### src/rtl/genesis_mbus_config.svh
// --------------------------------------------------
// Widths, region address codes and reset values
// for the 68000 main bus controller
// --------------------------------------------------
`ifndef GENESIS_MBUS_CONFIG_SVH
`define GENESIS_MBUS_CONFIG_SVH

// Bus widths, word address covers A23..A1
`define MBUS_ADDR_W 23
`define MBUS_DATA_W 16
`define RAM_ADDR_W 15

// Value seen on an undriven bus after reset (NOP opcode)
`define OPEN_BUS_RESET 16'h4E71

// Region codes
`define ROM_TOP_NIBBLE 4'hA
`define CTRL_PAGE 12'hA11
`define CTRL_BUSREQ_SEL 4'h1
`define CTRL_RESET_SEL 4'h2
`define CTRL_FLAG_BIT 8

`endif
### src/rtl/genesis_mbus_pkg.sv
// --------------------------------------------------
// Bus types, target regions and result kinds
// shared by the main bus stages
// --------------------------------------------------
`include "genesis_mbus_config.svh"

package genesis_mbus_pkg;

	// Word address, bit n is CPU address line An
	typedef logic [`MBUS_ADDR_W:1] mbus_addr_t;

	typedef logic [`MBUS_DATA_W-1:0] mbus_data_t;

	// Target picked by the address decoder
	typedef enum logic [1:0] {
		REGION_ROM,
		REGION_RAM,
		REGION_CTRL,
		REGION_NONE
	} mbus_region_e;

	// How the read word is formed at completion
	typedef enum logic [1:0] {
		// Returned data, also becomes the open-bus value
		KIND_DATA,
		KIND_ZERO,
		KIND_OPEN,
		// Open-bus value with the flag bit patched in
		KIND_CTRL
	} mbus_kind_e;

endpackage

### src/rtl/mbus_if.sv
// --------------------------------------------------
// Request and completion signals between the
// decode, execute and result stages
// --------------------------------------------------
`timescale 1ns/1ps

interface mbus_if import genesis_mbus_pkg::*; ();

	// Request group
	logic         req_valid;
	mbus_region_e region;
	mbus_addr_t   addr;
	mbus_data_t   wdata;
	logic         rnw;
	logic         uds_n;
	logic         lds_n;

	// Completion group
	logic       done;
	mbus_kind_e kind;
	mbus_data_t data;
	logic       flag;

	// End of the 68000 cycle, lets decode capture again
	logic bus_free;

	modport decode (
		output req_valid, region, addr, wdata, rnw, uds_n, lds_n,
		input  bus_free
	);

	modport execute (
		input  req_valid, region, addr, wdata, rnw, uds_n, lds_n,
		output done, kind, data, flag
	);

	modport result (
		input  done, kind, data, flag,
		output bus_free
	);

endinterface

### src/rtl/mbus_result.sv
// --------------------------------------------------
// Read word forming, open-bus register and DTACK
// --------------------------------------------------
`timescale 1ns/1ps
`include "genesis_mbus_config.svh"

module mbus_result import genesis_mbus_pkg::*; (
	input  logic       MCLK,
	input  logic       reset,
	input  logic       as_n,
	output mbus_data_t rdata,
	output logic       dtack_n,
	mbus_if.result     bus
);

	mbus_data_t open_bus;
	mbus_data_t ctrl_word;

	// Control reads only own a single bit of the word
	always_comb begin
		ctrl_word = open_bus;
		ctrl_word[`CTRL_FLAG_BIT] = bus.flag;
	end

	always_ff @(posedge MCLK) begin
		if (bus.done) begin
			case (bus.kind)
				KIND_DATA: rdata <= bus.data;
				KIND_ZERO: rdata <= '0;
				KIND_OPEN: rdata <= open_bus;
				KIND_CTRL: rdata <= ctrl_word;
				default: rdata <= open_bus;
			endcase
		end
	end

	// --------------------------------------------------
	// DTACK and cycle end
	// --------------------------------------------------
	always_ff @(posedge MCLK) begin
		if (reset) begin
			dtack_n <= 1'b1;
			bus.bus_free <= 1'b0;
			open_bus <= `OPEN_BUS_RESET;
		end else begin
			bus.bus_free <= 1'b0;
			if (bus.done) begin
				dtack_n <= 1'b0;
				if (bus.kind == KIND_DATA)
					open_bus <= bus.data;
			end else if (!dtack_n && as_n) begin
				// CPU has let go of the bus
				dtack_n <= 1'b1;
				bus.bus_free <= 1'b1;
			end
		end
	end

	// Execute only finishes one access per 68000 cycle
	assert property (@(posedge MCLK) disable iff (reset)
		bus.done |-> dtack_n);

endmodule

### src/flat_wrapper.sv
// flat-port wrapper written by rule: the top's interface ports become plain ports
module mbus_result_flat import genesis_mbus_pkg::*;
  (MCLK, reset, as_n, rdata, dtack_n, bus_done, bus_kind, bus_data, bus_flag, bus_bus_free);
  mbus_if bus_i ();
  input  logic MCLK;
  input  logic reset;
  input  logic as_n;
  output mbus_data_t rdata;
  output logic dtack_n;
  input wire logic [$bits(bus_i.done)-1:0] bus_done;
  input wire logic [$bits(bus_i.kind)-1:0] bus_kind;
  input wire logic [$bits(bus_i.data)-1:0] bus_data;
  input wire logic [$bits(bus_i.flag)-1:0] bus_flag;
  output wire logic [$bits(bus_i.bus_free)-1:0] bus_bus_free;
  assign bus_i.done = bus_done;
  assign bus_i.kind = bus_kind;
  assign bus_i.data = bus_data;
  assign bus_i.flag = bus_flag;
  assign bus_bus_free = bus_i.bus_free;
  mbus_result u_core (.MCLK(MCLK), .reset(reset), .as_n(as_n), .rdata(rdata), .dtack_n(dtack_n), .bus(bus_i));
endmodule
### config.mk
export PLATFORM = sky130hd
export DESIGN_NAME = mbus_result_flat
export DESIGN_NICKNAME = d
export VERILOG_FILES = /design/src/rtl/genesis_mbus_pkg.sv /design/src/rtl/mbus_if.sv /design/src/rtl/mbus_result.sv /design/src/flat_wrapper.sv
export VERILOG_INCLUDE_DIRS = /design/src /design/src/rtl
export SDC_FILE = /design/constraint.sdc
export NUM_CORES = 1
export LEC_CHECK = 0
export ABC_AREA = 1
export BUFFER_PORTS_ARGS = -buffer_cell sky130_fd_sc_hd__buf_2
export CAP_MARGIN = 10
export CORE_MARGIN = 1.5
export CORE_UTILIZATION = 30
export CTS_BUF_LIST = sky130_fd_sc_hd__clkbuf_8
export DETAILED_ROUTE_END_ITERATION = 7
export PLACE_DENSITY_LB_ADDON = 0.12
export SLEW_MARGIN = 30
export SYNTH_ARGS = -nofsm -noshare
export SYNTH_HDL_FRONTEND = slang
export SYNTH_SLANG_ARGS = --single-unit
### constraint.sdc
create_clock -name MCLK -period 0.8 [get_ports MCLK]
set_input_delay 0 -clock MCLK [delete_from_list [all_inputs] [get_ports MCLK]]
set_output_delay 0 -clock MCLK [all_outputs]
set_load 0.05 [all_outputs]
==> metrics.md <==
| Metric | Value |
|---|---|
| Placed cell count | `approximately 250` |
| CP Launch Type | `flip-flop` |
| Vias in the first global route | `1,185` |
| Sw Share | `0.273` |
| M1 WL | `1380 um` |
| Crit share post-route | `1.05` |
| Antenna violations before repair | `0` |
| Layout cells sized above 1 | `0.278` |
| Internal Power | `2.91 mW` |
| Clk slew on worst S/H paths | `around 0.07 ns` |
| Commonest cells after routing, fill and taps aside | `nand2_1, nand3_1, buf_2` |
| Worst Setup SP | `u_core.rdata[11]` |
| Fin Hold WS | `0.0503 ns` |
| Synthesis Warnings | `0` |
| Post-DRT Antenna Nets | `0` |
| Worst Path Required | `0.80 ns` |
| Slew margin rel. | `0.823` |
| Critical path data arrival time | `0.84 ns` |
| Gate Count Post-Synth | `158` |
| R2R Setup Slk | `~0.05 ns` |
| Switching pwr | `around 1.1 mW` |
| Crit path largest cell delay | `0.39 ns` |
| Skew-Pair Late Insertion Delay | `around 0.28 ns` |
| Syn nets | `181` |
| R2r worst-path depth | `2` |
| CP endpoint kind | `primary output` |
| Final Max Slew Viols | `0` |
| Vias per cell | `roughly 4.6` |
| CTS Root Cell | `clkbuf_8` |
| Pwr Density | `2000 nW/um2` |
| # DRC | `0` |
| Number of core rows | `24` |
| Post-synthesis cell area | `1410 um2` |
| Post-synthesis register bit count | `34` |
| Die height | `71.5 um` |
| Final Hold Fails | `0` |
| DRT Pass-1 Iters | `6` |
| Final global-route overflow total | `0` |
| Buf/Inv on CP | `1` |
| FF-to-FF Start | `u_core.open_bus[8]` |
| CP delay by family, top | `flip-flops` |
| Vias | `1,240` |
| H-tree level count | `2` |
| Unrepaired setup endpoints after global routing | `true` |
| Max-Cap Viols | `0` |
| CP max FO | `1` |
| Final net count | `238` |
| Worst-margin pin slew | `0.265 ns` |
| Total leakage power | `about 0.93 nW` |
| Clock skew | `0.00270 ns` |
| Mapped Avg Cell Area | `approximately 8.9 um2` |
| CTS Sinks | `34` |
| Ant diodes | `0` |
| Num CTS Buffers | `5` |
| Worst Setup Slack, final | `-0.0378 ns` |
| Peak supply drop | `around 0.73 mV` |
| Initial DRC count | `120` |
| Hpwl dp | `between 2000 and 2500 um` |
| Power share of the clock group | `0.320` |
| Max clock buf depth | `2` |
| Status | `finished, violations left` |
| Crit path to | `rdata[11]` |
| P&R area growth vs syn | `42.5%` |
| DRT Wirelength | `approximately 3000 um` |
| Crit path kind | `flip-flop to primary output` |
| Post-CTS Repair Setup Buffers | `0` |
| Routed met2 length | `1420 um` |
| Die footprint | `just over 5000 um2` |
| Max Used Layer | `met4` |
| Initial Utilization | `0.317` |
| Sequential power share | `0.495` |
| CTS tree | `built` |
| CP max stage cell | `edfxtp_1` |
| Port buffer count | `40` |
| Ports | `41` |
| Final Util | `0.452` |
| Final setup TNS | `-0.379 ns` |
| Non-filler instance count after layout | `268` |
| Pre-CTS setup slack | `-0.0233 ns` |
| CORE AREA | `4440 um2` |
| Final setup viols | `16` |
| Die X | `71.5 um` |
| Failing checks | `negative setup slack` |
| Worst R2R End | `u_core.rdata[8]` |
| CP Depth | `1` |
| First-pass GRT wire length | `5130 um` |
| Met3 wire len | `about 140 um` |
| Register area share after synthesis | `0.597` |
| RePlAce Congestion | `between 0.6 and 0.7` |
| Post-layout min period | `roughly 0.84 ns` |
| Cells along the critical path | `buf_6` |
| Most common cell after layout, fill and taps aside | `nand2_1` |
| Total GRT Usage | `0.130` |
| Routed WL per cell | `11.2 um` |
| Cell variety after synth | `14` |
| Largest net degree at the start of global routing | `23` |
| Combinational share of power | `0.184` |
| Max Fclk | `roughly 1200 MHz` |
| Min-Delay Path Class | `primary input to flip-flop` |
==> synthesized netlist by cell type <==
master    count  area (um2)
nand2_1      50         188
nand3_1      24         120
dfxtp_1      18         360
edfxtp_1     16         480
inv_1        10        37.5
nor2_1       10        37.5
o21ai_0      10        50.1
a21oi_1       8        40.0
buf_2         5        25.0
buf_6         3        33.8
buf_4         1        7.51
clkinv_1      1        3.75
nor2_8        1        20.0
nor3_1        1        5.00
==> timing repair <==
action / in CTS / in global routing
hold buffers: 9 / 0
setup endpoints to repair: 19 / 19
endpoints found under the hold margin: 15 / 0
pin swaps: 0 / 1
gates resized for setup: 37 / 3
==> stage by stage <==
stage	total power, mW	area (um2)
3_3_place_gp	2.63	1710
4_1_cts	4.04	2000
5_1_grt	4.19	2010
6_report	4.01	2010
3_5_place_dp	2.64	1710
2_1_floorplan	2.44	1410
==> registers in the layout, indices dropped and copies added (netlist names) <==
register,cells
u_core.dtack_n,1
u_core.bus.bus_free,1
u_core.open_bus,16
u_core.rdata,16
==> how the worst min path moves through the flow <==
stage	start	endpoint	cells past startpoint
2_1_floorplan	bus_done	u_core.rdata[0]	0
3_3_place_gp	as_n	u_core.bus.bus_free	3
3_5_place_dp	as_n	u_core.bus.bus_free	3
4_1_cts	bus_data[7]	u_core.open_bus[7]	5
5_1_grt	bus_data[8]	u_core.open_bus[8]	5
6_report	bus_data[8]	u_core.rdata[8]	3
==> power groups by stage <==
stage | Sequential (mW) | Combinational [mW] | Clock (mW)
after floorplan | 2.22 | 0.213 | 0
after global placement | 2.01 | 0.627 | 0
after detailed placement | 2.01 | 0.635 | 0
after CTS | 1.98 | 0.740 | 1.31
after global routing | 2.00 | 0.799 | 1.40
final | 1.99 | 0.739 | 1.28
==> logic make-up after synthesis <==
kind of cell | count (synthesis) | share of synthesized area
buf+inv | 20 | 0.0764
flops | 34 | 0.597
compound gates | 18 | 0.0639
simple gates | 86 | 0.263
==> layout make-up <==
cell class / instances / area, um2
inverter: 11 / 41.3
clock buffer: 6 / 82.6
clock inverter: 2 / 8.76
multi-input combinational: 104 / 460
fill: 434 / 2440
sequential: 34 / 843
tap: 52 / 65.1
timing repair buffer: 59 / 507
==> metal layers <==
| layer | up-vias | track usage |
|---|---|---|
| li1 | 629 | - |
| met2 | 37 | 0.208 |
| met1 | 567 | 0.160 |
| met4 | 0 | 0.0566 |
| met5 | - | 0 |
| met3 | 7 | 0.0422 |
No activity file was read; power rests on OpenSTA's default activity.
