==> src/rtl/genesis_mbus_config.svh <==
// --------------------------------------------------
// Widths, region address codes and reset values
// for the 68000 main bus controller
// --------------------------------------------------
`ifndef GENESIS_MBUS_CONFIG_SVH
`define GENESIS_MBUS_CONFIG_SVH

// Bus widths, word address covers A23..A1
`define MBUS_ADDR_W 23
`define MBUS_DATA_W 16
`define RAM_ADDR_W 15

// Value seen on an undriven bus after reset (NOP opcode)
`define OPEN_BUS_RESET 16'h4E71

// Region codes
`define ROM_TOP_NIBBLE 4'hA
`define CTRL_PAGE 12'hA11
`define CTRL_BUSREQ_SEL 4'h1
`define CTRL_RESET_SEL 4'h2
`define CTRL_FLAG_BIT 8

`endif
==> src/rtl/genesis_mbus_pkg.sv <==
// --------------------------------------------------
// Bus types, target regions and result kinds
// shared by the main bus stages
// --------------------------------------------------
`include "genesis_mbus_config.svh"

package genesis_mbus_pkg;

	// Word address, bit n is CPU address line An
	typedef logic [`MBUS_ADDR_W:1] mbus_addr_t;

	typedef logic [`MBUS_DATA_W-1:0] mbus_data_t;

	// Target picked by the address decoder
	typedef enum logic [1:0] {
		REGION_ROM,
		REGION_RAM,
		REGION_CTRL,
		REGION_NONE
	} mbus_region_e;

	// How the read word is formed at completion
	typedef enum logic [1:0] {
		// Returned data, also becomes the open-bus value
		KIND_DATA,
		KIND_ZERO,
		KIND_OPEN,
		// Open-bus value with the flag bit patched in
		KIND_CTRL
	} mbus_kind_e;

endpackage

==> src/rtl/mbus_if.sv <==
// --------------------------------------------------
// Request and completion signals between the
// decode, execute and result stages
// --------------------------------------------------
`timescale 1ns/1ps

interface mbus_if import genesis_mbus_pkg::*; ();

	// Request group
	logic         req_valid;
	mbus_region_e region;
	mbus_addr_t   addr;
	mbus_data_t   wdata;
	logic         rnw;
	logic         uds_n;
	logic         lds_n;

	// Completion group
	logic       done;
	mbus_kind_e kind;
	mbus_data_t data;
	logic       flag;

	// End of the 68000 cycle, lets decode capture again
	logic bus_free;

	modport decode (
		output req_valid, region, addr, wdata, rnw, uds_n, lds_n,
		input  bus_free
	);

	modport execute (
		input  req_valid, region, addr, wdata, rnw, uds_n, lds_n,
		output done, kind, data, flag
	);

	modport result (
		input  done, kind, data, flag,
		output bus_free
	);

endinterface

==> src/rtl/mbus_decode.sv <==
// --------------------------------------------------
// 68000 cycle capture and address region decode
// --------------------------------------------------
`timescale 1ns/1ps
`include "genesis_mbus_config.svh"

module mbus_decode import genesis_mbus_pkg::*; (
	input  logic       MCLK,
	input  logic       reset,
	input  logic       as_n,
	input  logic       rnw,
	input  logic       uds_n,
	input  logic       lds_n,
	input  mbus_addr_t addr,
	input  mbus_data_t wdata,
	input  mbus_addr_t rom_size,
	mbus_if.decode     bus
);

	logic         pending;
	logic         busy;
	logic         capture;
	mbus_region_e region_d;

	// Captured cycle, held until the next capture
	mbus_addr_t addr_q;
	mbus_data_t wdata_q;
	logic       rnw_q;
	logic       uds_n_q;
	logic       lds_n_q;

	// Idle means nothing pending and the last cycle has ended
	assign capture = !as_n && !pending && (!busy || bus.bus_free);

	always_ff @(posedge MCLK) begin
		if (capture) begin
			addr_q <= addr;
			wdata_q <= wdata;
			rnw_q <= rnw;
			uds_n_q <= uds_n;
			lds_n_q <= lds_n;
		end
	end

	// --------------------------------------------------
	// Region decode
	// --------------------------------------------------
	always_comb begin
		if (addr_q[23:20] < `ROM_TOP_NIBBLE)
			region_d = REGION_ROM;
		else if (addr_q[23:12] == `CTRL_PAGE && addr_q[7:1] == '0)
			region_d = REGION_CTRL;
		else if (&addr_q[23:21])
			region_d = REGION_RAM;
		else
			region_d = REGION_NONE;
	end

	always_ff @(posedge MCLK) begin
		if (pending)
			bus.region <= region_d;
	end

	always_ff @(posedge MCLK) begin
		if (reset) begin
			pending <= 1'b0;
			busy <= 1'b0;
			bus.req_valid <= 1'b0;
		end else begin
			pending <= capture;
			bus.req_valid <= pending;
			if (pending)
				busy <= 1'b1;
			else if (bus.bus_free)
				busy <= 1'b0;
		end
	end

	assign bus.addr = addr_q;
	assign bus.wdata = wdata_q;
	assign bus.rnw = rnw_q;
	assign bus.uds_n = uds_n_q;
	assign bus.lds_n = lds_n_q;

	// One request per 68000 cycle
	assert property (@(posedge MCLK) disable iff (reset)
		bus.req_valid |-> !$past(busy));

	// Execute compares against the ROM size while a cycle is open
	assert property (@(posedge MCLK) disable iff (reset)
		busy |-> $stable(rom_size));

endmodule

==> src/flat_wrapper.sv <==
// flat-port wrapper written by rule: the top's interface ports become plain ports
module mbus_decode_flat import genesis_mbus_pkg::*;
  (MCLK, reset, as_n, rnw, uds_n, lds_n, addr, wdata, rom_size, bus_req_valid, bus_region, bus_addr, bus_wdata, bus_rnw, bus_uds_n, bus_lds_n, bus_bus_free);
  mbus_if bus_i ();
  input  logic MCLK;
  input  logic reset;
  input  logic as_n;
  input  logic rnw;
  input  logic uds_n;
  input  logic lds_n;
  input  mbus_addr_t addr;
  input  mbus_data_t wdata;
  input  mbus_addr_t rom_size;
  output wire logic [$bits(bus_i.req_valid)-1:0] bus_req_valid;
  output wire logic [$bits(bus_i.region)-1:0] bus_region;
  output wire logic [$bits(bus_i.addr)-1:0] bus_addr;
  output wire logic [$bits(bus_i.wdata)-1:0] bus_wdata;
  output wire logic [$bits(bus_i.rnw)-1:0] bus_rnw;
  output wire logic [$bits(bus_i.uds_n)-1:0] bus_uds_n;
  output wire logic [$bits(bus_i.lds_n)-1:0] bus_lds_n;
  input wire logic [$bits(bus_i.bus_free)-1:0] bus_bus_free;
  assign bus_req_valid = bus_i.req_valid;
  assign bus_region = bus_i.region;
  assign bus_addr = bus_i.addr;
  assign bus_wdata = bus_i.wdata;
  assign bus_rnw = bus_i.rnw;
  assign bus_uds_n = bus_i.uds_n;
  assign bus_lds_n = bus_i.lds_n;
  assign bus_i.bus_free = bus_bus_free;
  mbus_decode u_core (.MCLK(MCLK), .reset(reset), .as_n(as_n), .rnw(rnw), .uds_n(uds_n), .lds_n(lds_n), .addr(addr), .wdata(wdata), .rom_size(rom_size), .bus(bus_i));
endmodule
==> config.mk <==
export PLATFORM = sky130hd
export DESIGN_NAME = mbus_decode_flat
export DESIGN_NICKNAME = d
export VERILOG_FILES = /design/src/rtl/genesis_mbus_pkg.sv /design/src/rtl/mbus_if.sv /design/src/rtl/mbus_decode.sv /design/src/flat_wrapper.sv
export VERILOG_INCLUDE_DIRS = /design/src /design/src/rtl
export SDC_FILE = /design/constraint.sdc
export NUM_CORES = 1
export LEC_CHECK = 0
export BUFFER_PORTS_ARGS = -buffer_cell sky130_fd_sc_hd__buf_4
export CORE_MARGIN = 3
export CORE_UTILIZATION = 39
export CTS_CLUSTER_DIAMETER = 60
export DETAILED_ROUTE_END_ITERATION = 7
export GPL_ROUTABILITY_DRIVEN = 0
export HOLD_SLACK_MARGIN = 0.02
export PLACE_DENSITY = 0.79
export SLEW_MARGIN = 20
export SYNTH_ARGS = -nofsm -noshare
export SYNTH_HDL_FRONTEND = slang
export SYNTH_SLANG_ARGS = --single-unit
export TNS_END_PERCENT = 5
==> constraint.sdc <==
create_clock -name MCLK -period 3.73 [get_ports MCLK]
set_input_delay 0.5595 -clock MCLK [delete_from_list [all_inputs] [get_ports MCLK]]
set_output_delay 0.5595 -clock MCLK [all_outputs]
set_load 0.02 [all_outputs]
==> results.yml, run 1 <==
status:
  status: "complete, no violations"
synth:
  synthDistinctLibCells: 15
  syn_nets: 132
  synth-seq-cells: 47
  ys_seq_area_share_pct: 92.9
  yosys.area.top_type: "edfxtp_1"
  syn_inst: 63
  synth.area.top_cells: "edfxtp_1 (89%), dfxtp_1 (4.0%), nor4b_1 (1.2%), nor2b_1 (0.84%), nor3_1 (0.67%)"
  synth_area_per_cell_sq_um: 23.6
  yosys_warnings: 0
  syn_area_sq_um: 1490
  synth_top_cell_area_share_pct: 88.8
timing:
  setup_viol: 0
  period_needed_ps: 1510
  rsz0062_at_grt: "no"
  hold_viol: 0
  slew_headroom_pct: 67.7
  slew_viol_final: 0
  holdWs_ps: 421
  fin_skew_ps: 5.42
  max_freq_mhz: 662
  tightest_slew_ps: 483
  finalSetupTns_ps: 0
  finalCritPeriodShare_pct: 40.5
clock_network:
  cts.path.max_buffers: 2
  cts_setup_buffers: 0
  clkSlewWorstSetupHoldPaths_ps: 90
  clockRootBuffer: "clkbuf_8"
  cts_tree: "built"
  insertion_delay_ps: 300
  postCtsHoldBufs: 0
  htreeDepth: 2
  cts_made_buffers: 5
  ctsResizeCount: 0
  cts_num_sinks: 47
floorplanning:
  dieArea_sq_um: 4590
  die_x_um: 67.8
  start_util_pct: 42.6
  num_rows: 21
  die_y_um: 67.8
  placeableCoreArea_sq_um: 3490
  ios: 114
power_and_ir_drop:
  power.density_nw_per_um2: 483
  power.leakage_uw: 0.000994
  ir_drop_v: 0.000353
  power_uw: 1150
job:
  drv_cap: 0
worst_hold_path:
  min_path_cells: 2
  hold_class: "primary input to flop"
  whs_endpoint: "u_core.bus.req_valid"
  hp-start: "reset"
finish:
  nets: 230
  final_common_cell: "buf_4"
  area_growth_pct: 59.5
  largest_register_ffs: 23
  diodes: 0
  layout-drive-gt1-share_pct: 62.3
  final_cell_mix: "buf_4 (90), edfxtp_1 (44), clkbuf_8 (5)"
critical_path:
  endpoint_kind: "flop"
  critPathLaunchType: "primary input"
  worst-setup-path-type: "primary input to flop"
  worstReg2RegStart: "u_core.pending"
  critPathSlowestCell: "nor2_4"
  worstPathMaxFanout: 28
  critPathBufInv: 3
  required_ps: 3730
  arrival_ps: 1520
  path_cells: "buf_4 > inv_1 > a21o_1 > nor2_4 > buf_16"
  reg2reg_to: "u_core.bus.wdata[0]"
  reg2reg_depth: 3
  cp_top_family: "simple AND/OR/NAND/NOR gates"
  cp_slowest_stage_delay_ps: 400
  rrSetupSlack_ps: 2240
placed_design:
  dp_hpwl_mm: 2.47
  io_buffers: 90
drt:
  drc: 0
  drt_iter0_drc: 33
  route.vias.total: 956
  avgViaCountPerCell: 4.60
  wl_mm: 3.17
  wl_per_cell_um: 15.2
  drtAntennaViolNets: 0
  firstDrtPassIters: 4
global_routing:
  grt_pass1_vias: 1006
  antenna_found_initial: 0
  grt_max_degree: 43
  grt_pass1_wl_mm: 4.65
  grt_overflow: 0
  groute.usage.overall_pct: 14.8
stage by stage:
step	std cells	setup WS, ps	area (sq um)	util [%]
after detailed placement	199	1600	2230	63.8
after global placement	199	1650	2230	63.8
after global routing	208	2130	2370	67.9
after floorplan	63	748	1490	-
final	208	2220	2370	67.9
after CTS	207	1920	2340	67.1
layer usage:
layer	wire, um	track usage (%)	share of wire (%)	vias up
li1	-	-	-	443
met1	934	12.9	29	440
met2	1650	25.9	52	66
met3	531	9.82	17	7
met4	55	6.84	1.7	0
met5	0	0	0	-
worst max path at each step:
stage	start	cells past startpoint	end
floorplan	bus_bus_free	3	u_core.bus.addr[0]
global placement	bus_bus_free	4	u_core.bus.wdata[4]
detailed placement	bus_bus_free	4	u_core.bus.addr[7]
CTS	bus_bus_free	4	u_core.bus.wdata[8]
global route	u_core.pending	3	u_core.bus.wdata[9]
finish	bus_bus_free	5	u_core.bus.wdata[0]
cells in the mapped netlist:
library cell / n
edfxtp_1: 44
dfxtp_1: 3
nor2b_1: 2
nor3_1: 2
nor4b_1: 2
a21o_1: 1
a21oi_1: 1
and2_2: 1
and4_1: 1
inv_1: 1
nor2_1: 1
nor4_1: 1
nor4bb_1: 1
o21ai_0: 1
xor2_1: 1
cell type report:
| cell class | instances | area (sq um) |
|---|---|---|
| Clock buffer | 5 | 68.8 |
| Timing Repair Buffer | 91 | 703 |
| Sequential cell | 47 | 1380 |
| Clock inverter | 3 | 47.5 |
| Tap cell | 46 | 57.6 |
| Multi-Input combinational cell | 15 | 110 |
| Fill cell | 247 | 1120 |
| Inverter | 1 | 3.75 |
power by group:
part | total (uW) | switching [uW] | internal (uW)
sequential | 629 | 13.4 | 616
clock | 372 | 169 | 203
combinational | 145 | 72.1 | 73.3
kinds of logic after synthesis:
logic type	count (synthesis)	share of synthesized area (%)
flip-flops	47	92.9
AO/OA/AOI/OAI	3	1.18
XOR/XNOR	1	0.589
AND/OR/NAND/NOR	11	5.13
buffers and inverters	1	0.252
Power figures use the tool's default switching activity.
==> run 2, diff against run 1 <==
ABC_AREA = 1   (was not set)
PLACE_DENSITY = 0.78   (was 0.79)
clock period = 1.55 ns   (was 3.73 ns; I/O delays follow)
==> results.yml, run 2 <==
timing:
  period_needed_ps: 1260
  hold_viol: 0
  finalCritPeriodShare_pct: 81.0
  rsz0062_at_grt: "no"
  slew_viol_final: 0
  fin_skew_ps: 4.93
  setup_viol: 0
  slew_headroom_pct: 85.3
  finalSetupTns_ps: 0
  tightest_slew_ps: 220
  max_freq_mhz: 797
worst_hold_path:
  whs_endpoint: "u_core.bus.req_valid"
  hp-start: "reset"
  hold_class: "primary input to flop"
  min_path_cells: 2
clock_network:
  htreeDepth: 2
  cts_num_sinks: 47
  clkSlewWorstSetupHoldPaths_ps: 80
  cts.path.max_buffers: 2
  insertion_delay_ps: 280
  cts_tree: "built"
  postCtsHoldBufs: 0
  ctsResizeCount: 0
  cts_setup_buffers: 0
  clockRootBuffer: "clkbuf_8"
  cts_made_buffers: 5
job:
  drv_cap: 0
finish:
  nets: 247
  post-route-util_pct: 63.7
  diodes: 0
  area_growth_pct: 55.4
  final_common_cell: "buf_4"
  layout-drive-gt1-share_pct: 55.3
  largest_register_ffs: 23
  nFillCells: 286
  final_cell_mix: "buf_4 (90), edfxtp_1 (44), nor2_1 (11)"
global_routing:
  grt_pass1_wl_mm: 4.97
  antenna_found_initial: 0
  groute.usage.overall_pct: 15.3
  grt_pass1_vias: 1052
  grt_overflow: 0
  grt_max_degree: 43
critical_path:
  startpoint: "u_core.pending"
  reg2reg_depth: 4
  rrSetupSlack_ps: 290
  worstPathMaxFanout: 42
  worstReg2RegStart: "u_core.pending"
  reg2reg_to: "u_core.bus.wdata[11]"
  path_cells: "inv_1 > nand2_1 > nor2_4 > buf_12"
  critPathSlowestCell: "dfxtp_1"
  endpoint_kind: "flop"
  critPathLaunchType: "flop"
  required_ps: 1530
  cp_slowest_stage_delay_ps: 340
  arrival_ps: 1230
  worst-setup-path-type: "flop to flop"
power_and_ir_drop:
  clkPwrFrac_pct: 26.5
  power.density_nw_per_um2: 1070
  internal_power_uw: 1970
  switchingPower_uw: 573
  p_comb_share_pct: 13.9
  p_sw_share_pct: 22.5
  power_frac_seq_pct: 59.7
  power.leakage_uw: 0.00102
  ir_drop_v: 0.000669
synth:
  syn_area_sq_um: 1520
  synth.most_common_cell: "edfxtp_1"
  synth_area_per_cell_sq_um: 19.0
  syn_nets: 149
  synth-xor-area-share_pct: 0
  synth_compound_area_share_pct: 0.328
  synthDistinctLibCells: 10
  yosys_warnings: 0
  synth.area.top_cells: "edfxtp_1 (87%), dfxtp_1 (3.9%), nor2_1 (3.0%), nand2_1 (2.2%), inv_1 (1.7%)"
  synth-simple-area-share_pct: 7.31
  yosys.area.top_type: "edfxtp_1"
  synthTopCellsByCount: "edfxtp_1 (44), nor2_1 (12), nand2_1 (9)"
  yosys.area_share.adder_pct: 0
  async_reset_ff_share_pct: 0
  synth_top_family_by_area: "simple AND/OR/NAND/NOR gates"
  synthMuxAreaShare_pct: 0
  synth-seq-cells: 47
  synth_edf_count: 44
  synth_top_cell_area_share_pct: 86.7
  ys.flop_type: "edfxtp_1"
  ys_seq_area_share_pct: 90.6
  syn_inst: 80
status:
  status: "complete, no violations"
drt:
  drc: 0
  route.vias.total: 1004
  drtAntennaViolNets: 0
  avgViaCountPerCell: 4.42
  wl_per_cell_um: 14.6
  firstDrtPassIters: 4
  wl_mm: 3.31
  drt_iter0_drc: 49
floorplanning:
  placeableCoreArea_sq_um: 3720
  die_y_um: 68.5
  die_x_um: 68.5
  ios: 114
  num_rows: 22
  dieArea_sq_um: 4690
  start_util_pct: 41.0
placed_design:
  dp_hpwl_mm: 2.65
  io_buffers: 90
-- run 2: worst max-delay path by stage --
stage | to | slack, ps | cells after the start
6_report | u_core.bus.wdata[11] | 290 | 4
5_1_grt | u_core.bus.addr[10] | 220 | 4
4_1_cts | u_core.bus.wdata[11] | 290 | 4
3_5_place_dp | u_core.bus.wdata[11] | 310 | 4
3_3_place_gp | u_core.bus.lds_n | 380 | 4
2_1_floorplan | u_core.bus.addr[0] | 30 | 3
-- run 2: cell type report --
type	count	area, sq um	area share [%]
clock buffer	7	76.3	3.22
clock inverter	1	5.00	0.211
inverter	7	26.3	1.11
multi-input combinational	26	124	5.23
sequential	47	1380	58.3
tap	48	60.1	2.54
timing repair buffer	91	696	29.4
-- run 2: logic make-up (layout without fill, tap and decap cells) --
family	after synthesis	after routing
simple gates	25	25
buf+inv	7	106
compound gates	1	1
flops	47	47
-- run 2: stage by stage --
stage               hold WS (ps)  instance area, sq um  total power (uW)  worst slack (ps)  instances
CTS                         98.8                  2370              2580               288        227
finish                       111                  2370              2540               295        227
detailed placement           412                  2290              1910               306        219
floorplan                    302                  1530              1680              28.0         80
global route                94.8                  2370              2660               221        227
global placement             407                  2290              1890               385        219
-- run 2: metal layers --
layer / global-route usage [%] / routed length, um / up-vias
met2: 29.6 / 2010 / 43
met4: 8.68 / 52 / 0
met5: 0 / 0 / -
li1: - / - / 478
met1: 14.2 / 1050 / 477
met3: 3.89 / 205 / 6
-- run 2: worst max-delay path: cells and delay by family (launching register included) --
family / cells / cell delay (ps)
buffers and inverters: 2 / 350
flip-flops: 1 / 340
AND/OR/NAND/NOR: 2 / 240
-- run 2: power by group through the flow --
stage                     sequential [uW]  clock, uW  combinational (uW)
after floorplan                      1640          0                46.0
after global placement               1540          0                 350
after CTS                            1520        697                 359
after detailed placement             1550          0                 359
final                                1520        673                 353
after global routing                 1530        760                 376
==> run 3, diff against run 2 <==
clock period = 1.2 ns   (was 1.55 ns; I/O delays follow)
==> results.yml, run 3 (synthesis results as in run 2) <==
status:
  status: "complete, no violations"
drt:
  avgViaCountPerCell: 4.38
  wl_mm: 3.52
  wl_per_cell_um: 15.4
  firstDrtPassIters: 4
  drtAntennaViolNets: 0
  drc: 0
  route.vias.total: 1004
  drt_iter0_drc: 32
power_and_ir_drop:
  switchingPower_uw: 799
  power_frac_seq_pct: 54.7
  internal_power_uw: 2780
  power.leakage_uw: 0.00105
  clkPwrFrac_pct: 31.7
  p_comb_share_pct: 13.6
  power_uw: 3580
  ir_drop_v: 0.000934
  p_sw_share_pct: 22.3
  power.density_nw_per_um2: 1460
timing:
  setup_ws_ps: 48.2
  hold_viol: 0
  slew_headroom_pct: 85.8
  fin_skew_ps: 7.55
  finalCritPeriodShare_pct: 96.0
  slew_viol_final: 0
  setup_viol: 0
  max_freq_mhz: 868
  holdWs_ps: 51.1
  tightest_slew_ps: 212
  period_needed_ps: 1150
finish:
  final_cell_area_sq_um: 2450
  post-route-util_pct: 65.9
  largest_register_ffs: 23
  area_growth_pct: 60.6
  diodes: 0
  final_cell_mix: "buf_4 (90), edfxtp_1 (44), nor2_1 (11)"
  final_common_cell: "buf_4"
  nFillCells: 264
  layout-drive-gt1-share_pct: 58.0
  nets: 249
clock_network:
  clockRootBuffer: "clkbuf_8"
  cts_num_sinks: 47
  cts_made_buffers: 5
  postCtsHoldBufs: 0
  htreeDepth: 2
  cts.path.max_buffers: 2
  ctsResizeCount: 0
  clkSlewWorstSetupHoldPaths_ps: 90
  cts_setup_buffers: 0
  insertion_delay_ps: 300
  cts_tree: "built"
floorplanning:
  die_y_um: 68.5
  ios: 114
  die_x_um: 68.5
  num_rows: 22
  start_util_pct: 41.0
  placeableCoreArea_sq_um: 3720
  dieArea_sq_um: 4690
global_routing:
  groute.usage.overall_pct: 15.9
  grt_overflow: 0
  antenna_found_initial: 0
  grt_pass1_vias: 1045
  grt_pass1_wl_mm: 5.03
  grt_max_degree: 28
critical_path:
  worst-setup-path-type: "flop to flop"
  rrSetupSlack_ps: 50
  endpoint_kind: "flop"
  worstPathMaxFanout: 13
  critPathLaunchType: "flop"
  arrival_ps: 1170
  required_ps: 1220
placed_design:
  io_buffers: 90
  place_ws_ps: 60.6
  place_area_sq_um: 2310
  dp_hpwl_mm: 2.75
job:
  drv_cap: 0
worst_hold_path:
  hold_class: "primary input to flop"
[run 3: layout make-up]
type	count	area (sq um)	area share, %
Clock buffer	5	68.8	2.81
Clock inverter	3	42.5	1.74
Inverter	7	26.3	1.07
Multi-Input combinational cell	26	126	5.16
Sequential cell	47	1380	56.5
Tap cell	48	60.1	2.45
Timing Repair Buffer	93	741	30.3
[run 3: per-stage QoR]
stage / TNS [ps] / cells
floorplan: -12250 / 80
global placement: 0 / 220
detailed placement: 0 / 220
CTS: 0 / 228
global route: -6.29 / 229
finish: 0 / 229
[run 3: path summary, 6_finish.rpt]
| path | from | endpoint | cells after the start |
|---|---|---|---|
| setup / recovery | u_core.pending | u_core.bus.wdata[15] | 4 |
| hold / removal | addr[0] | u_core.bus.addr[0] | 1 |
| setup reg to reg | u_core.pending | u_core.bus.wdata[15] | 4 |
| hold reg to reg | u_core.pending | u_core.bus.region[1] | 0 |
[run 3: worst max-delay path, stage by stage, from the launching register on]
cell and delay [ps]:
dfxtp_2 340, inv_2 70, nand2_2 60, nor2_4 190, clkbuf_16 210
[run 3: power groups by stage]
stage / logic [uW] / registers, uW / clock network, uW
floorplan: 60.5 / 2110 / 0
global placement: 466 / 1990 / 0
detailed placement: 477 / 2000 / 0
CTS: 477 / 1960 / 1160
global route: 514 / 1970 / 1240
finish: 487 / 1960 / 1130
[run 3: per-layer routing]
metal | GRT usage (%) | vias up | routed length, um
met5 | 0 | - | 0
met4 | 12.4 | 0 | 116
met3 | 3.89 | 10 | 239
met2 | 28.6 | 49 | 2040
met1 | 15.2 | 461 | 1120
li1 | - | 484 | -
